## config.mk

```make
export PLATFORM = sky130hd
export DESIGN_NAME = ringTop
export DESIGN_NICKNAME = d
export VERILOG_FILES = /design/src/ringPkg.sv /design/src/ringIf.sv /design/src/ringTop.sv /design/src/hostTile.sv /design/src/memTile.sv /design/src/ringStop.sv
export SDC_FILE = /design/constraint.sdc
export NUM_CORES = 2
export LEC_CHECK = 0
export BUFFER_PORTS_ARGS = -buffer_cell sky130_fd_sc_hd__buf_2
export CORE_MARGIN = 1.5
export CORE_UTILIZATION = 59
export DETAILED_ROUTE_END_ITERATION = 7
export PLACE_DENSITY = 0.75
export SLEW_MARGIN = 20
export SYNTH_ARGS = -nofsm -noshare
export SYNTH_HDL_FRONTEND = slang
export SYNTH_SLANG_ARGS = --single-unit
```

## constraint.sdc

```tcl
create_clock -name QClk -period 6.9 [get_ports QClk]
set_clock_uncertainty 0.1 [all_clocks]
set_input_delay 0.345 -clock QClk [delete_from_list [all_inputs] [get_ports QClk]]
set_output_delay 0.345 -clock QClk [all_outputs]
set_load 0.05 [all_outputs]
```

## src/ringPkg.sv

```systemverilog
/*
 * ring interconnect shared definitions
 * core ids, tags, field types, opcodes and field helpers
 */
package ringPkg;

    //==================================================
    // sizes
    //==================================================
    localparam int HostCoreId    = 1;                   // host tile core number
    localparam int NumMemTiles   = 3;                   // memory tiles take ids 2..4
    localparam int MemWords      = 16;                  // words per memory tile
    localparam int TagWidth      = 2;
    localparam int NumTags       = 2 ** TagWidth;
    localparam int RspQueueDepth = NumTags;             // one slot per tag, never overflows
    localparam int QueuePtrWidth = $clog2(RspQueueDepth);
    localparam int WordIdxWidth  = $clog2(MemWords);

    //==================================================
    // field types
    //==================================================
    typedef logic [7:0]                   tCoreId;
    typedef logic [TagWidth-1:0]          tTag;
    typedef logic [7+TagWidth:0]          tRequestor;  // {core id, tag}
    typedef logic [31:0]                  tAddress;    // [31:24] target core, [5:2] word
    typedef logic [31:0]                  tData;
    typedef logic [WordIdxWidth-1:0]      tWordIdx;

    // error response = rsp opcode with address bit 0 set
    typedef enum logic [1:0] {
        OpRead  = 2'd0,
        OpWrite = 2'd1,
        OpRdRsp = 2'd2,
        OpWrRsp = 2'd3
    } tOpcode;

    function automatic tCoreId coreOf(input tRequestor requestor);
        return requestor[TagWidth +: 8];
    endfunction

    function automatic tTag tagOf(input tRequestor requestor);
        return requestor[TagWidth-1:0];
    endfunction

    function automatic tCoreId targetOf(input tAddress address);
        return address[31:24];
    endfunction

    function automatic tWordIdx wordOf(input tAddress address);
        return address[2 +: WordIdxWidth];
    endfunction

    // priority pick, lowest index wins
    function automatic tTag lowestSet(input logic [NumTags-1:0] bits);
        tTag idx;
        idx = '0;
        for (int i = NumTags - 1; i >= 0; i--) begin
            if (bits[i]) idx = tTag'(i);
        end
        return idx;
    endfunction

endpackage
```

## src/ringIf.sv

```systemverilog
/*
 * ring link, one message per cycle
 * valid-only, no stall on the ring
 */
`timescale 1ns/1ps
interface ringIf;
    import ringPkg::*;

    logic      valid;      // message present this cycle
    tRequestor requestor;
    tOpcode    opcode;
    tAddress   address;
    tData      data;

    modport src (
        output valid, requestor, opcode, address, data
    );

    modport dst (
        input valid, requestor, opcode, address, data
    );

endinterface

```

## src/ringTop.sv

```systemverilog
/*
 * ring top, host tile plus three memory tiles
 * request and response rings closed back to the host
 */
`timescale 1ns/1ps
module ringTop (
    input  logic             QClk,
    input  logic             reset,
    input  logic             hostReqValid,
    input  logic             hostReqWrite,
    input  ringPkg::tAddress hostReqAddress,
    input  ringPkg::tData    hostReqData,
    output logic             hostReqReady,
    output ringPkg::tTag     hostReqTag,
    output logic             hostRspValid,
    output logic             hostRspError,
    output ringPkg::tTag     hostRspTag,
    output ringPkg::tData    hostRspData,
    input  logic             hostRspReady
);
    import ringPkg::*;

    // link k feeds tile k, host is tile 0
    ringIf reqLink [NumMemTiles+1] ();
    ringIf rspLink [NumMemTiles+1] ();

    hostTile host (
        .QClk           (QClk),
        .reset          (reset),
        .reqIn          (reqLink[0]),
        .rspIn          (rspLink[0]),
        .reqOut         (reqLink[1]),
        .rspOut         (rspLink[1]),
        .hostReqValid   (hostReqValid),
        .hostReqWrite   (hostReqWrite),
        .hostReqAddress (hostReqAddress),
        .hostReqData    (hostReqData),
        .hostReqReady   (hostReqReady),
        .hostReqTag     (hostReqTag),
        .hostRspValid   (hostRspValid),
        .hostRspError   (hostRspError),
        .hostRspTag     (hostRspTag),
        .hostRspData    (hostRspData),
        .hostRspReady   (hostRspReady)
    );

    //==================================================
    // memory tiles, ids 2 up, last one closes the ring
    //==================================================
    genvar tile;
    generate
        for (tile = 0; tile < NumMemTiles; tile++) begin : genMemTiles
            memTile #(.CoreId(tCoreId'(tile + 2))) mem (
                .QClk   (QClk),
                .reset  (reset),
                .reqIn  (reqLink[tile+1]),
                .rspIn  (rspLink[tile+1]),
                .reqOut (reqLink[(tile+2) % (NumMemTiles+1)]),
                .rspOut (rspLink[(tile+2) % (NumMemTiles+1)])
            );
        end
    endgenerate

endmodule

```

## src/hostTile.sv

```systemverilog
/*
 * host tile, tags host requests and injects them on the request ring
 * holds returned responses by tag until the host takes them
 */
`timescale 1ns/1ps
module hostTile (
    input  logic             QClk,
    input  logic             reset,
    ringIf.dst               reqIn,
    ringIf.dst               rspIn,
    ringIf.src               reqOut,
    ringIf.src               rspOut,
    input  logic             hostReqValid,
    input  logic             hostReqWrite,
    input  ringPkg::tAddress hostReqAddress,
    input  ringPkg::tData    hostReqData,
    output logic             hostReqReady,
    output ringPkg::tTag     hostReqTag,
    output logic             hostRspValid,
    output logic             hostRspError,
    output ringPkg::tTag     hostRspTag,
    output ringPkg::tData    hostRspData,
    input  logic             hostRspReady
);
    import ringPkg::*;

    ringIf reqLocal ();
    ringIf rspLocal ();
    ringIf reqInj ();
    ringIf rspInj ();
    logic  reqTaken;

    ringStop #(.CoreId(tCoreId'(HostCoreId))) stop (
        .QClk        (QClk),
        .reset       (reset),
        .reqIn       (reqIn),
        .rspIn       (rspIn),
        .reqOut      (reqOut),
        .rspOut      (rspOut),
        .reqLocal    (reqLocal),
        .rspLocal    (rspLocal),
        .reqInj      (reqInj),
        .rspInj      (rspInj),
        .reqInjTaken (reqTaken),
        .rspInjTaken ()             // host never answers requests
    );

    assign rspInj.valid     = 1'b0;
    assign rspInj.requestor = '0;
    assign rspInj.opcode    = OpRdRsp;
    assign rspInj.address   = '0;
    assign rspInj.data      = '0;

    //==================================================
    // request side
    //==================================================
    logic [NumTags-1:0] tagFree;
    logic [NumTags-1:0] rspHeld;

    assign hostReqTag       = lowestSet(tagFree);
    assign reqInj.valid     = hostReqValid && |tagFree;
    assign reqInj.requestor = {tCoreId'(HostCoreId), hostReqTag};
    assign reqInj.opcode    = hostReqWrite ? OpWrite : OpRead;
    assign reqInj.address   = hostReqAddress;
    assign reqInj.data      = hostReqData;
    assign hostReqReady     = reqTaken;     // transfer = stop accepts

    //==================================================
    // response side
    //==================================================
    logic heldError [NumTags];
    tData heldData [NumTags];
    logic presenting;                       // host saw valid, tag locked
    tTag  lockedTag;
    tTag  rspTag;
    logic rspXfer;

    assign rspTag       = tagOf(rspLocal.requestor);
    assign hostRspValid = presenting || |rspHeld;
    assign hostRspTag   = presenting ? lockedTag : lowestSet(rspHeld);
    assign hostRspError = heldError[hostRspTag];
    assign hostRspData  = heldData[hostRspTag];
    assign rspXfer      = hostRspValid && hostRspReady;

    always_ff @(posedge QClk) begin
        if (reset) begin
            tagFree    <= '1;
            rspHeld    <= '0;
            presenting <= 1'b0;
        end else begin
            if (reqTaken) tagFree[hostReqTag] <= 1'b0;
            if (rspLocal.valid) rspHeld[rspTag] <= 1'b1;
            if (rspXfer) begin
                tagFree[hostRspTag] <= 1'b1;
                rspHeld[hostRspTag] <= 1'b0;
            end
            presenting <= hostRspValid && !hostRspReady;
        end
        if (hostRspValid && !presenting) lockedTag <= hostRspTag;
        if (rspLocal.valid) begin
            heldError[rspTag] <= rspLocal.address[0];
            heldData[rspTag]  <= rspLocal.data;
        end
    end

    // response only for an outstanding, not yet held tag
    assert property (@(posedge QClk) disable iff (reset)
        rspLocal.valid |-> !tagFree[rspTag] && !rspHeld[rspTag]);
    // offered response holds until taken
    assert property (@(posedge QClk) disable iff (reset)
        hostRspValid && !hostRspReady |=> hostRspValid && $stable(hostRspTag));
    assert property (@(posedge QClk) disable iff (reset) !reqLocal.valid);

endmodule

```

## src/memTile.sv

```systemverilog
/*
 * memory tile, 16 words behind a ring stop
 * executes requests and queues responses for the response ring
 */
`timescale 1ns/1ps
module memTile #(
    parameter ringPkg::tCoreId CoreId = 8'd2
) (
    input logic QClk,
    input logic reset,
    ringIf.dst  reqIn,
    ringIf.dst  rspIn,
    ringIf.src  reqOut,
    ringIf.src  rspOut
);
    import ringPkg::*;

    ringIf reqLocal ();
    ringIf rspLocal ();
    ringIf reqInj ();
    ringIf rspInj ();
    logic  rspTaken;

    ringStop #(.CoreId(CoreId)) stop (
        .QClk        (QClk),
        .reset       (reset),
        .reqIn       (reqIn),
        .rspIn       (rspIn),
        .reqOut      (reqOut),
        .rspOut      (rspOut),
        .reqLocal    (reqLocal),
        .rspLocal    (rspLocal),
        .reqInj      (reqInj),
        .rspInj      (rspInj),
        .reqInjTaken (),            // tile never issues requests
        .rspInjTaken (rspTaken)
    );

    assign reqInj.valid     = 1'b0;
    assign reqInj.requestor = '0;
    assign reqInj.opcode    = OpRead;
    assign reqInj.address   = '0;
    assign reqInj.data      = '0;

    //==================================================
    // store and response queue
    //==================================================
    tData      mem [MemWords];
    tRequestor qRequestor [RspQueueDepth];
    tOpcode    qOpcode [RspQueueDepth];
    tAddress   qAddress [RspQueueDepth];
    tData      qData [RspQueueDepth];

    logic [QueuePtrWidth-1:0] wrPtr, rdPtr;
    logic [QueuePtrWidth:0]   count;     // one bit wider, holds full
    logic push, pop, full, isWrite;
    tWordIdx word;

    assign push    = reqLocal.valid;
    assign pop     = rspTaken;
    assign full    = count == (QueuePtrWidth + 1)'(RspQueueDepth);
    assign isWrite = reqLocal.opcode == OpWrite;
    assign word    = wordOf(reqLocal.address);

    always_ff @(posedge QClk) begin
        if (reset) begin
            wrPtr <= '0;
            rdPtr <= '0;
            count <= '0;
        end else begin
            if (push) wrPtr <= wrPtr + 1'b1;
            if (pop) rdPtr <= rdPtr + 1'b1;
            if (push && !pop) count <= count + 1'b1;
            else if (pop && !push) count <= count - 1'b1;
        end
    end

    always_ff @(posedge QClk) begin
        if (push) begin
            if (isWrite) mem[word] <= reqLocal.data;
            qRequestor[wrPtr] <= reqLocal.requestor;
            qOpcode[wrPtr]    <= isWrite ? OpWrRsp : OpRdRsp;
            qAddress[wrPtr]   <= {reqLocal.address[31:2], 2'b00};   // no error
            qData[wrPtr]      <= isWrite ? reqLocal.data : mem[word];  // old word on read
        end
    end

    // head offered until the stop takes it
    assign rspInj.valid     = count != '0;
    assign rspInj.requestor = qRequestor[rdPtr];
    assign rspInj.opcode    = qOpcode[rdPtr];
    assign rspInj.address   = qAddress[rdPtr];
    assign rspInj.data      = qData[rdPtr];

    assert property (@(posedge QClk) disable iff (reset) full |-> !push);
    // nobody addresses responses to a memory tile
    assert property (@(posedge QClk) disable iff (reset) !rspLocal.valid);

endmodule

```

## src/ringStop.sv

```systemverilog
/*
 * ring stop, two stages per hop on both rings
 * removes messages for this core, bounces lost requests back as
 * error responses and fills free slots with tile injections
 */
`timescale 1ns/1ps
module ringStop #(
    parameter ringPkg::tCoreId CoreId = 8'd1
) (
    input logic QClk,
    input logic reset,
    ringIf.dst  reqIn,
    ringIf.dst  rspIn,
    ringIf.src  reqOut,
    ringIf.src  rspOut,
    ringIf.src  reqLocal,    // requests for this tile
    ringIf.src  rspLocal,    // responses and bounces for this tile
    ringIf.dst  reqInj,
    ringIf.dst  rspInj,
    output logic reqInjTaken,
    output logic rspInjTaken
);
    import ringPkg::*;

    //==================================================
    // stage 1 (Q501) registers the ring input
    //==================================================
    logic      reqValidQ501, rspValidQ501;
    tRequestor reqRequestorQ501, rspRequestorQ501;
    tOpcode    reqOpcodeQ501, rspOpcodeQ501;
    tAddress   reqAddressQ501, rspAddressQ501;
    tData      reqDataQ501, rspDataQ501;

    always_ff @(posedge QClk) begin
        if (reset) begin
            reqValidQ501 <= 1'b0;
            rspValidQ501 <= 1'b0;
        end else begin
            reqValidQ501 <= reqIn.valid;
            rspValidQ501 <= rspIn.valid;
        end
        reqRequestorQ501 <= reqIn.requestor;
        reqOpcodeQ501    <= reqIn.opcode;
        reqAddressQ501   <= reqIn.address;
        reqDataQ501      <= reqIn.data;
        rspRequestorQ501 <= rspIn.requestor;
        rspOpcodeQ501    <= rspIn.opcode;
        rspAddressQ501   <= rspIn.address;
        rspDataQ501      <= rspIn.data;
    end

    // own request back at its stop means a full lap with no such target
    logic reqBounce, reqDeliver, reqDrop, rspDeliver;
    assign reqBounce  = reqValidQ501 && (coreOf(reqRequestorQ501) == CoreId);
    assign reqDeliver = reqValidQ501 && (targetOf(reqAddressQ501) == CoreId) && !reqBounce;
    assign reqDrop    = reqBounce || reqDeliver;
    // bounce wins rspLocal and a colliding response takes another lap
    assign rspDeliver = rspValidQ501 && (coreOf(rspRequestorQ501) == CoreId) && !reqBounce;

    assign reqLocal.valid     = reqDeliver;
    assign reqLocal.requestor = reqRequestorQ501;
    assign reqLocal.opcode    = reqOpcodeQ501;
    assign reqLocal.address   = reqAddressQ501;
    assign reqLocal.data      = reqDataQ501;

    assign rspLocal.valid     = reqBounce || rspDeliver;
    assign rspLocal.requestor = reqBounce ? reqRequestorQ501 : rspRequestorQ501;
    assign rspLocal.opcode    = reqBounce ? ((reqOpcodeQ501 == OpWrite) ? OpWrRsp : OpRdRsp)
                                          : rspOpcodeQ501;
    assign rspLocal.address   = reqBounce ? {reqAddressQ501[31:2], 2'b01}  // error flag
                                          : rspAddressQ501;
    assign rspLocal.data      = reqBounce ? '0 : rspDataQ501;

    // slot free when stage 1 is empty or leaving the ring
    assign reqInjTaken = reqInj.valid && (!reqValidQ501 || reqDrop);
    assign rspInjTaken = rspInj.valid && (!rspValidQ501 || rspDeliver);

    //==================================================
    // stage 2 (Q502) drives the ring output
    //==================================================
    logic      reqValidQ502, rspValidQ502;
    tRequestor reqRequestorQ502, rspRequestorQ502;
    tOpcode    reqOpcodeQ502, rspOpcodeQ502;
    tAddress   reqAddressQ502, rspAddressQ502;
    tData      reqDataQ502, rspDataQ502;

    always_ff @(posedge QClk) begin
        if (reset) begin
            reqValidQ502 <= 1'b0;
            rspValidQ502 <= 1'b0;
        end else begin
            reqValidQ502 <= (reqValidQ501 && !reqDrop) || reqInjTaken;
            rspValidQ502 <= (rspValidQ501 && !rspDeliver) || rspInjTaken;
        end
        if (reqInjTaken) begin
            reqRequestorQ502 <= reqInj.requestor;
            reqOpcodeQ502    <= reqInj.opcode;
            reqAddressQ502   <= reqInj.address;
            reqDataQ502      <= reqInj.data;
        end else begin
            reqRequestorQ502 <= reqRequestorQ501;
            reqOpcodeQ502    <= reqOpcodeQ501;
            reqAddressQ502   <= reqAddressQ501;
            reqDataQ502      <= reqDataQ501;
        end
        if (rspInjTaken) begin
            rspRequestorQ502 <= rspInj.requestor;
            rspOpcodeQ502    <= rspInj.opcode;
            rspAddressQ502   <= rspInj.address;
            rspDataQ502      <= rspInj.data;
        end else begin
            rspRequestorQ502 <= rspRequestorQ501;
            rspOpcodeQ502    <= rspOpcodeQ501;
            rspAddressQ502   <= rspAddressQ501;
            rspDataQ502      <= rspDataQ501;
        end
    end

    assign reqOut.valid     = reqValidQ502;
    assign reqOut.requestor = reqRequestorQ502;
    assign reqOut.opcode    = reqOpcodeQ502;
    assign reqOut.address   = reqAddressQ502;
    assign reqOut.data      = reqDataQ502;
    assign rspOut.valid     = rspValidQ502;
    assign rspOut.requestor = rspRequestorQ502;
    assign rspOut.opcode    = rspOpcodeQ502;
    assign rspOut.address   = rspAddressQ502;
    assign rspOut.data      = rspDataQ502;

    // request ring carries only requests
    assert property (@(posedge QClk) disable iff (reset)
        reqValidQ501 |-> (reqOpcodeQ501 == OpRead || reqOpcodeQ501 == OpWrite));
    // response ring carries only responses
    assert property (@(posedge QClk) disable iff (reset)
        rspValidQ501 |-> (rspOpcodeQ501 == OpRdRsp || rspOpcodeQ501 == OpWrRsp));

endmodule

```

==> results.yml <==
run_status:
  status: "finished clean"
yosys:
  synth_area_mm2: 0.1039
  synthTopCellsByArea: "edfxtp_1 (63%), dfxtp_1 (16%), mux4_2 (6.9%)"
  syn-mean-instance-area_um2: 19.50
  synth.yosys.seq_area_share_pct: 79.11
  yosysTopAreaCell: "edfxtp_1"
  yosysWarnings: 0
  ys_types: 64
  synthArstFlopShare_pct: 0
  syn_inst: 5327
  synth_fp_nets: 5414
  synth_edf_count: 2174
  synth-main-ff-cell: "edfxtp_1"
  synth_top_cell_area_share_pct: 62.84
  synth-seq-cells: 3018
clock_tree:
  cts_made_buffers: 297
  cts_sinks: 3018
  cts-root-buf: "clkbuf_16"
  htreeDepth: 5
  cts_tree: "built"
  cts.path.max_buffers: 4
  path_clk_slew_ns: 0.06
  worstSkewPairLatency_ns: 0.94
place:
  hpwl_um: 129300
  portBuffers: 87
  place_congestion: 0.7878
floorplanning:
  num_rows: 153
  die_area_mm2: 0.1786
  die_w_um: 422.6
  core_area_mm2: 0.1744
  die_y_um: 422.6
  start_util_pct: 59.57
  io_pins: 108
global_routing:
  grt_max_degree: 153
  grt-ovfl-total: 0
  grt_first_pass_wirelength_um: 333900
  grt_pass1_vias: 50610
  track_usage_pct: 25.71
  antenna_found_initial: 9
flow_run:
  cap_violations: 0
drt:
  drt_iter0_markers: 5265
  firstDrtPassIters: 6
  ant_nets: 0
  vias: 49590
  routed_wl_um: 228300
  drc: 0
  wl_per_cell_um: 27.81
  viasPerCell: 6.039
critical_path:
  cp_max_fo: 17
  endpoint: "genMemTiles[1].mem.mem[10][23]"
  cp.arrival_ns: 4.91
  startpoint_type: "register"
  reg2reg_from: "genMemTiles[1].mem.stop.reqValidQ501"
  crit_required_ns: 7.36
  r2r_end: "genMemTiles[1].mem.mem[10][23]"
  startpoint: "genMemTiles[1].mem.stop.reqValidQ501"
  r2r_slack_ns: 2.45
  reg2regPathDepth: 6
  crit_type: "register to register"
  critPathCaptureType: "register"
sta:
  worstMarginPinSlew_ns: 1.180
  rsz0062_at_grt: "no"
  finalSetupViolCount: 0
  setup_tns_ns: 0
  slew_headroom_pct: 21.20
  hold_violations: 0
  min_period_over_period_pct: 64.49
  clock.fmax_mhz: 224.7
  fin_crit_ns: 4.450
  hold_ws_ns: 0.09081
  finalMaxSlewViolations: 0
power:
  p_per_area_mw_per_mm2: 355.9
  p_leak_nw: 39.69
  peakVddDrop_mv: 0.3168
finish:
  nets: 5753
  drive_gt1_share_pct: 21.91
  area_delta_synth_final_pct: 13.34
  n_fill_cell: 10580
worst_hold_path:
  hold_class: "primary input to register"
metal layers:
layer	up-vias	wire length [µm]	GRT usage (%)
li1	21570	-	-
met5	-	13	0
met3	406	16830	4.482
met2	2086	112200	42.15
met4	2	8759	10.11
met1	25530	90500	34.60
worst max-delay path, cell delays in order, from the launching register on:
cell and delay, ns:
dfxtp_1 0.39, or4b_1 0.47, nor4_1 0.32, nor2b_1 0.97
nand4b_1 0.66, nor2_4 0.70, buf_4 0.47
layout make-up:
class	instances	area (µm²)	share of cell area (%)
multi-input combinational	2026	20900	17.75
timing repair buffer	306	2315	1.966
sequential	3018	82220	69.84
tap	2325	2909	2.471
antenna	3	7.507	0.006376
inverter	17	65.06	0.05526
clock buffer	416	8367	7.106
clock inverter	100	954.7	0.8109
through the flow:
stage                     total power (W)  util, %  instance area, µm²  std cells  worst slack (ns)
final                             0.04190    67.51              117700       8211             2.450
after floorplan                   0.02497        -              103900       5327             2.636
after CTS                         0.04207    67.50              117700       8208             2.487
after global routing              0.04311    67.51              117700       8208             2.324
after detailed placement          0.02662    61.83              107800       7634             2.556
after global placement            0.02647    61.79              107800       7632             2.590
cell families (layout without fill, tap and decap cells):
kind of cell | Yosys count | after routing | share of synthesized area [%]
flops | 3018 | 3018 | 79.11
xor+xnor | 15 | 15 | 0.1337
mux | 977 | 977 | 13.63
buf+inv | 283 | 839 | 1.173
other cells | 0 | 3 | 0
simple gates | 539 | 539 | 2.655
compound gates | 477 | 477 | 3.067
fa+ha+maj | 18 | 18 | 0.2385
layout by cell type, fill, tap and decap left out, types with 9 or more instances in the layout:
| cell type | Yosys | routed |
|---|---|---|
| edfxtp_1 | 2174 | 2174 |
| a21oi_1 | 163 | 163 |
| clkinv_2 | 0 | 39 |
| and2_1 | 51 | 39 |
| nand2_1 | 74 | 74 |
| mux2_2 | 168 | 168 |
| buf_4 | 6 | 155 |
| a22o_1 | 34 | 34 |
| nor2b_1 | 91 | 86 |
| nand4_1 | 24 | 24 |
| inv_1 | 16 | 16 |
| mux2i_1 | 453 | 453 |
| clkbuf_1 | 152 | 78 |
| clkbuf_16 | 0 | 306 |
| nand2b_1 | 14 | 10 |
| bufinv_16 | 0 | 17 |
| mux2_4 | 37 | 37 |
| dfxtp_1 | 844 | 827 |
| dfxtp_4 | 0 | 9 |
| clkinv_1 | 0 | 30 |
| a22oi_1 | 94 | 94 |
| a211oi_1 | 65 | 65 |
| nor2_4 | 0 | 40 |
| nor3_1 | 17 | 9 |
| and2_2 | 0 | 12 |
| a31oi_1 | 65 | 65 |
| mux4_2 | 318 | 318 |
| a2111oi_0 | 34 | 34 |
| dlygate4sd3_1 | 0 | 58 |
| clkbuf_8 | 0 | 29 |
| ha_1 | 15 | 15 |
| buf_2 | 83 | 87 |
| nor2_1 | 204 | 161 |
what timing repair did:
action / 4_1_cts / 5_1_grt
hold buffers: 58 / 0
setup buffers: 0 / 0
resized for setup: 0 / 0
hold endpoints to repair: 85 / 0
flip-flops by register name, summed over array words and instances, names as in the netlist, 12 cells and up, named ones only:
signal,cells
genMemTiles.mem.qData,384
genMemTiles.mem.stop.reqLocal.requestor,30
genMemTiles.mem.stop.reqLocal.address,36
host.stop.rspOut.data,32
genMemTiles.mem.stop.rspRequestorQ501,30
host.heldData,128
genMemTiles.mem.qRequestor,120
genMemTiles.mem.stop.reqOut.address,36
host.stop.reqLocal.address,12
genMemTiles.mem.stop.reqOut.data,96
genMemTiles.mem.stop.reqLocal.data,96
genMemTiles.mem.stop.rspOut.requestor,30
genMemTiles.mem.stop.rspDataQ501,96
genMemTiles.mem.mem,1536
genMemTiles.mem.stop.reqOut.requestor,30
genMemTiles.mem.stop.rspOut.data,96
host.stop.rspDataQ501,32
host.stop.reqOut.data,32
host.stop.reqLocal.data,32
host.stop.reqOut.address,12
Yosys cell counts, types with 3 or more instances:
master / instances
edfxtp_1: 2174
dfxtp_1: 844
mux2i_1: 453
mux4_2: 318
nor2_1: 204
mux2_2: 168
a21oi_1: 163
clkbuf_1: 152
a22oi_1: 94
nor2b_1: 91
buf_2: 83
nand2_1: 74
a211oi_1: 65
a31oi_1: 65
and2_1: 51
mux2_4: 37
a2111oi_0: 34
a22o_1: 34
nand4_1: 24
buf_1: 21
nor3_1: 17
inv_1: 16
ha_1: 15
nand2b_1: 14
nor4b_1: 8
xor2_1: 8
nand3_1: 7
nor4_1: 7
buf_4: 6
nand4b_1: 6
o21ai_0: 6
or3_1: 6
xnor2_1: 6
buf_6: 4
nor3b_1: 4
a221oi_1: 3
and3_1: 3
and4_1: 3
fa_1: 3
nand3b_1: 3
power by group:
| group | leakage, nW | switching [W] | internal [W] |
|---|---|---|---|
| clock network | 4.58 | 0.00644 | 0.00908 |
| logic | 8.55 | 0.00231 | 0.00197 |
| registers | 26.6 | 0.000947 | 0.0211 |
worst min-delay path by stage:
stage | start | end | slack (ns) | cells past startpoint
4_1_cts | hostReqData[10] | host.stop.reqOut.data[10] | 0.03 | 3
5_1_grt | hostReqData[11] | host.stop.reqOut.data[11] | 0.08 | 3
6_report | hostReqData[10] | host.stop.reqOut.data[10] | 0.09 | 3
2_1_floorplan | host.stop.reqOut.address[24] | genMemTiles[0].mem.stop.reqLocal.address[24] | 0.21 | 0
3_5_place_dp | genMemTiles[0].mem.stop.rspOut.data[20] | genMemTiles[1].mem.stop.rspDataQ501[20] | 0.21 | 0
3_3_place_gp | host.stop.reqOut.requestor[9] | genMemTiles[0].mem.stop.reqLocal.requestor[9] | 0.21 | 0
(Power assumes the default switching activity.)
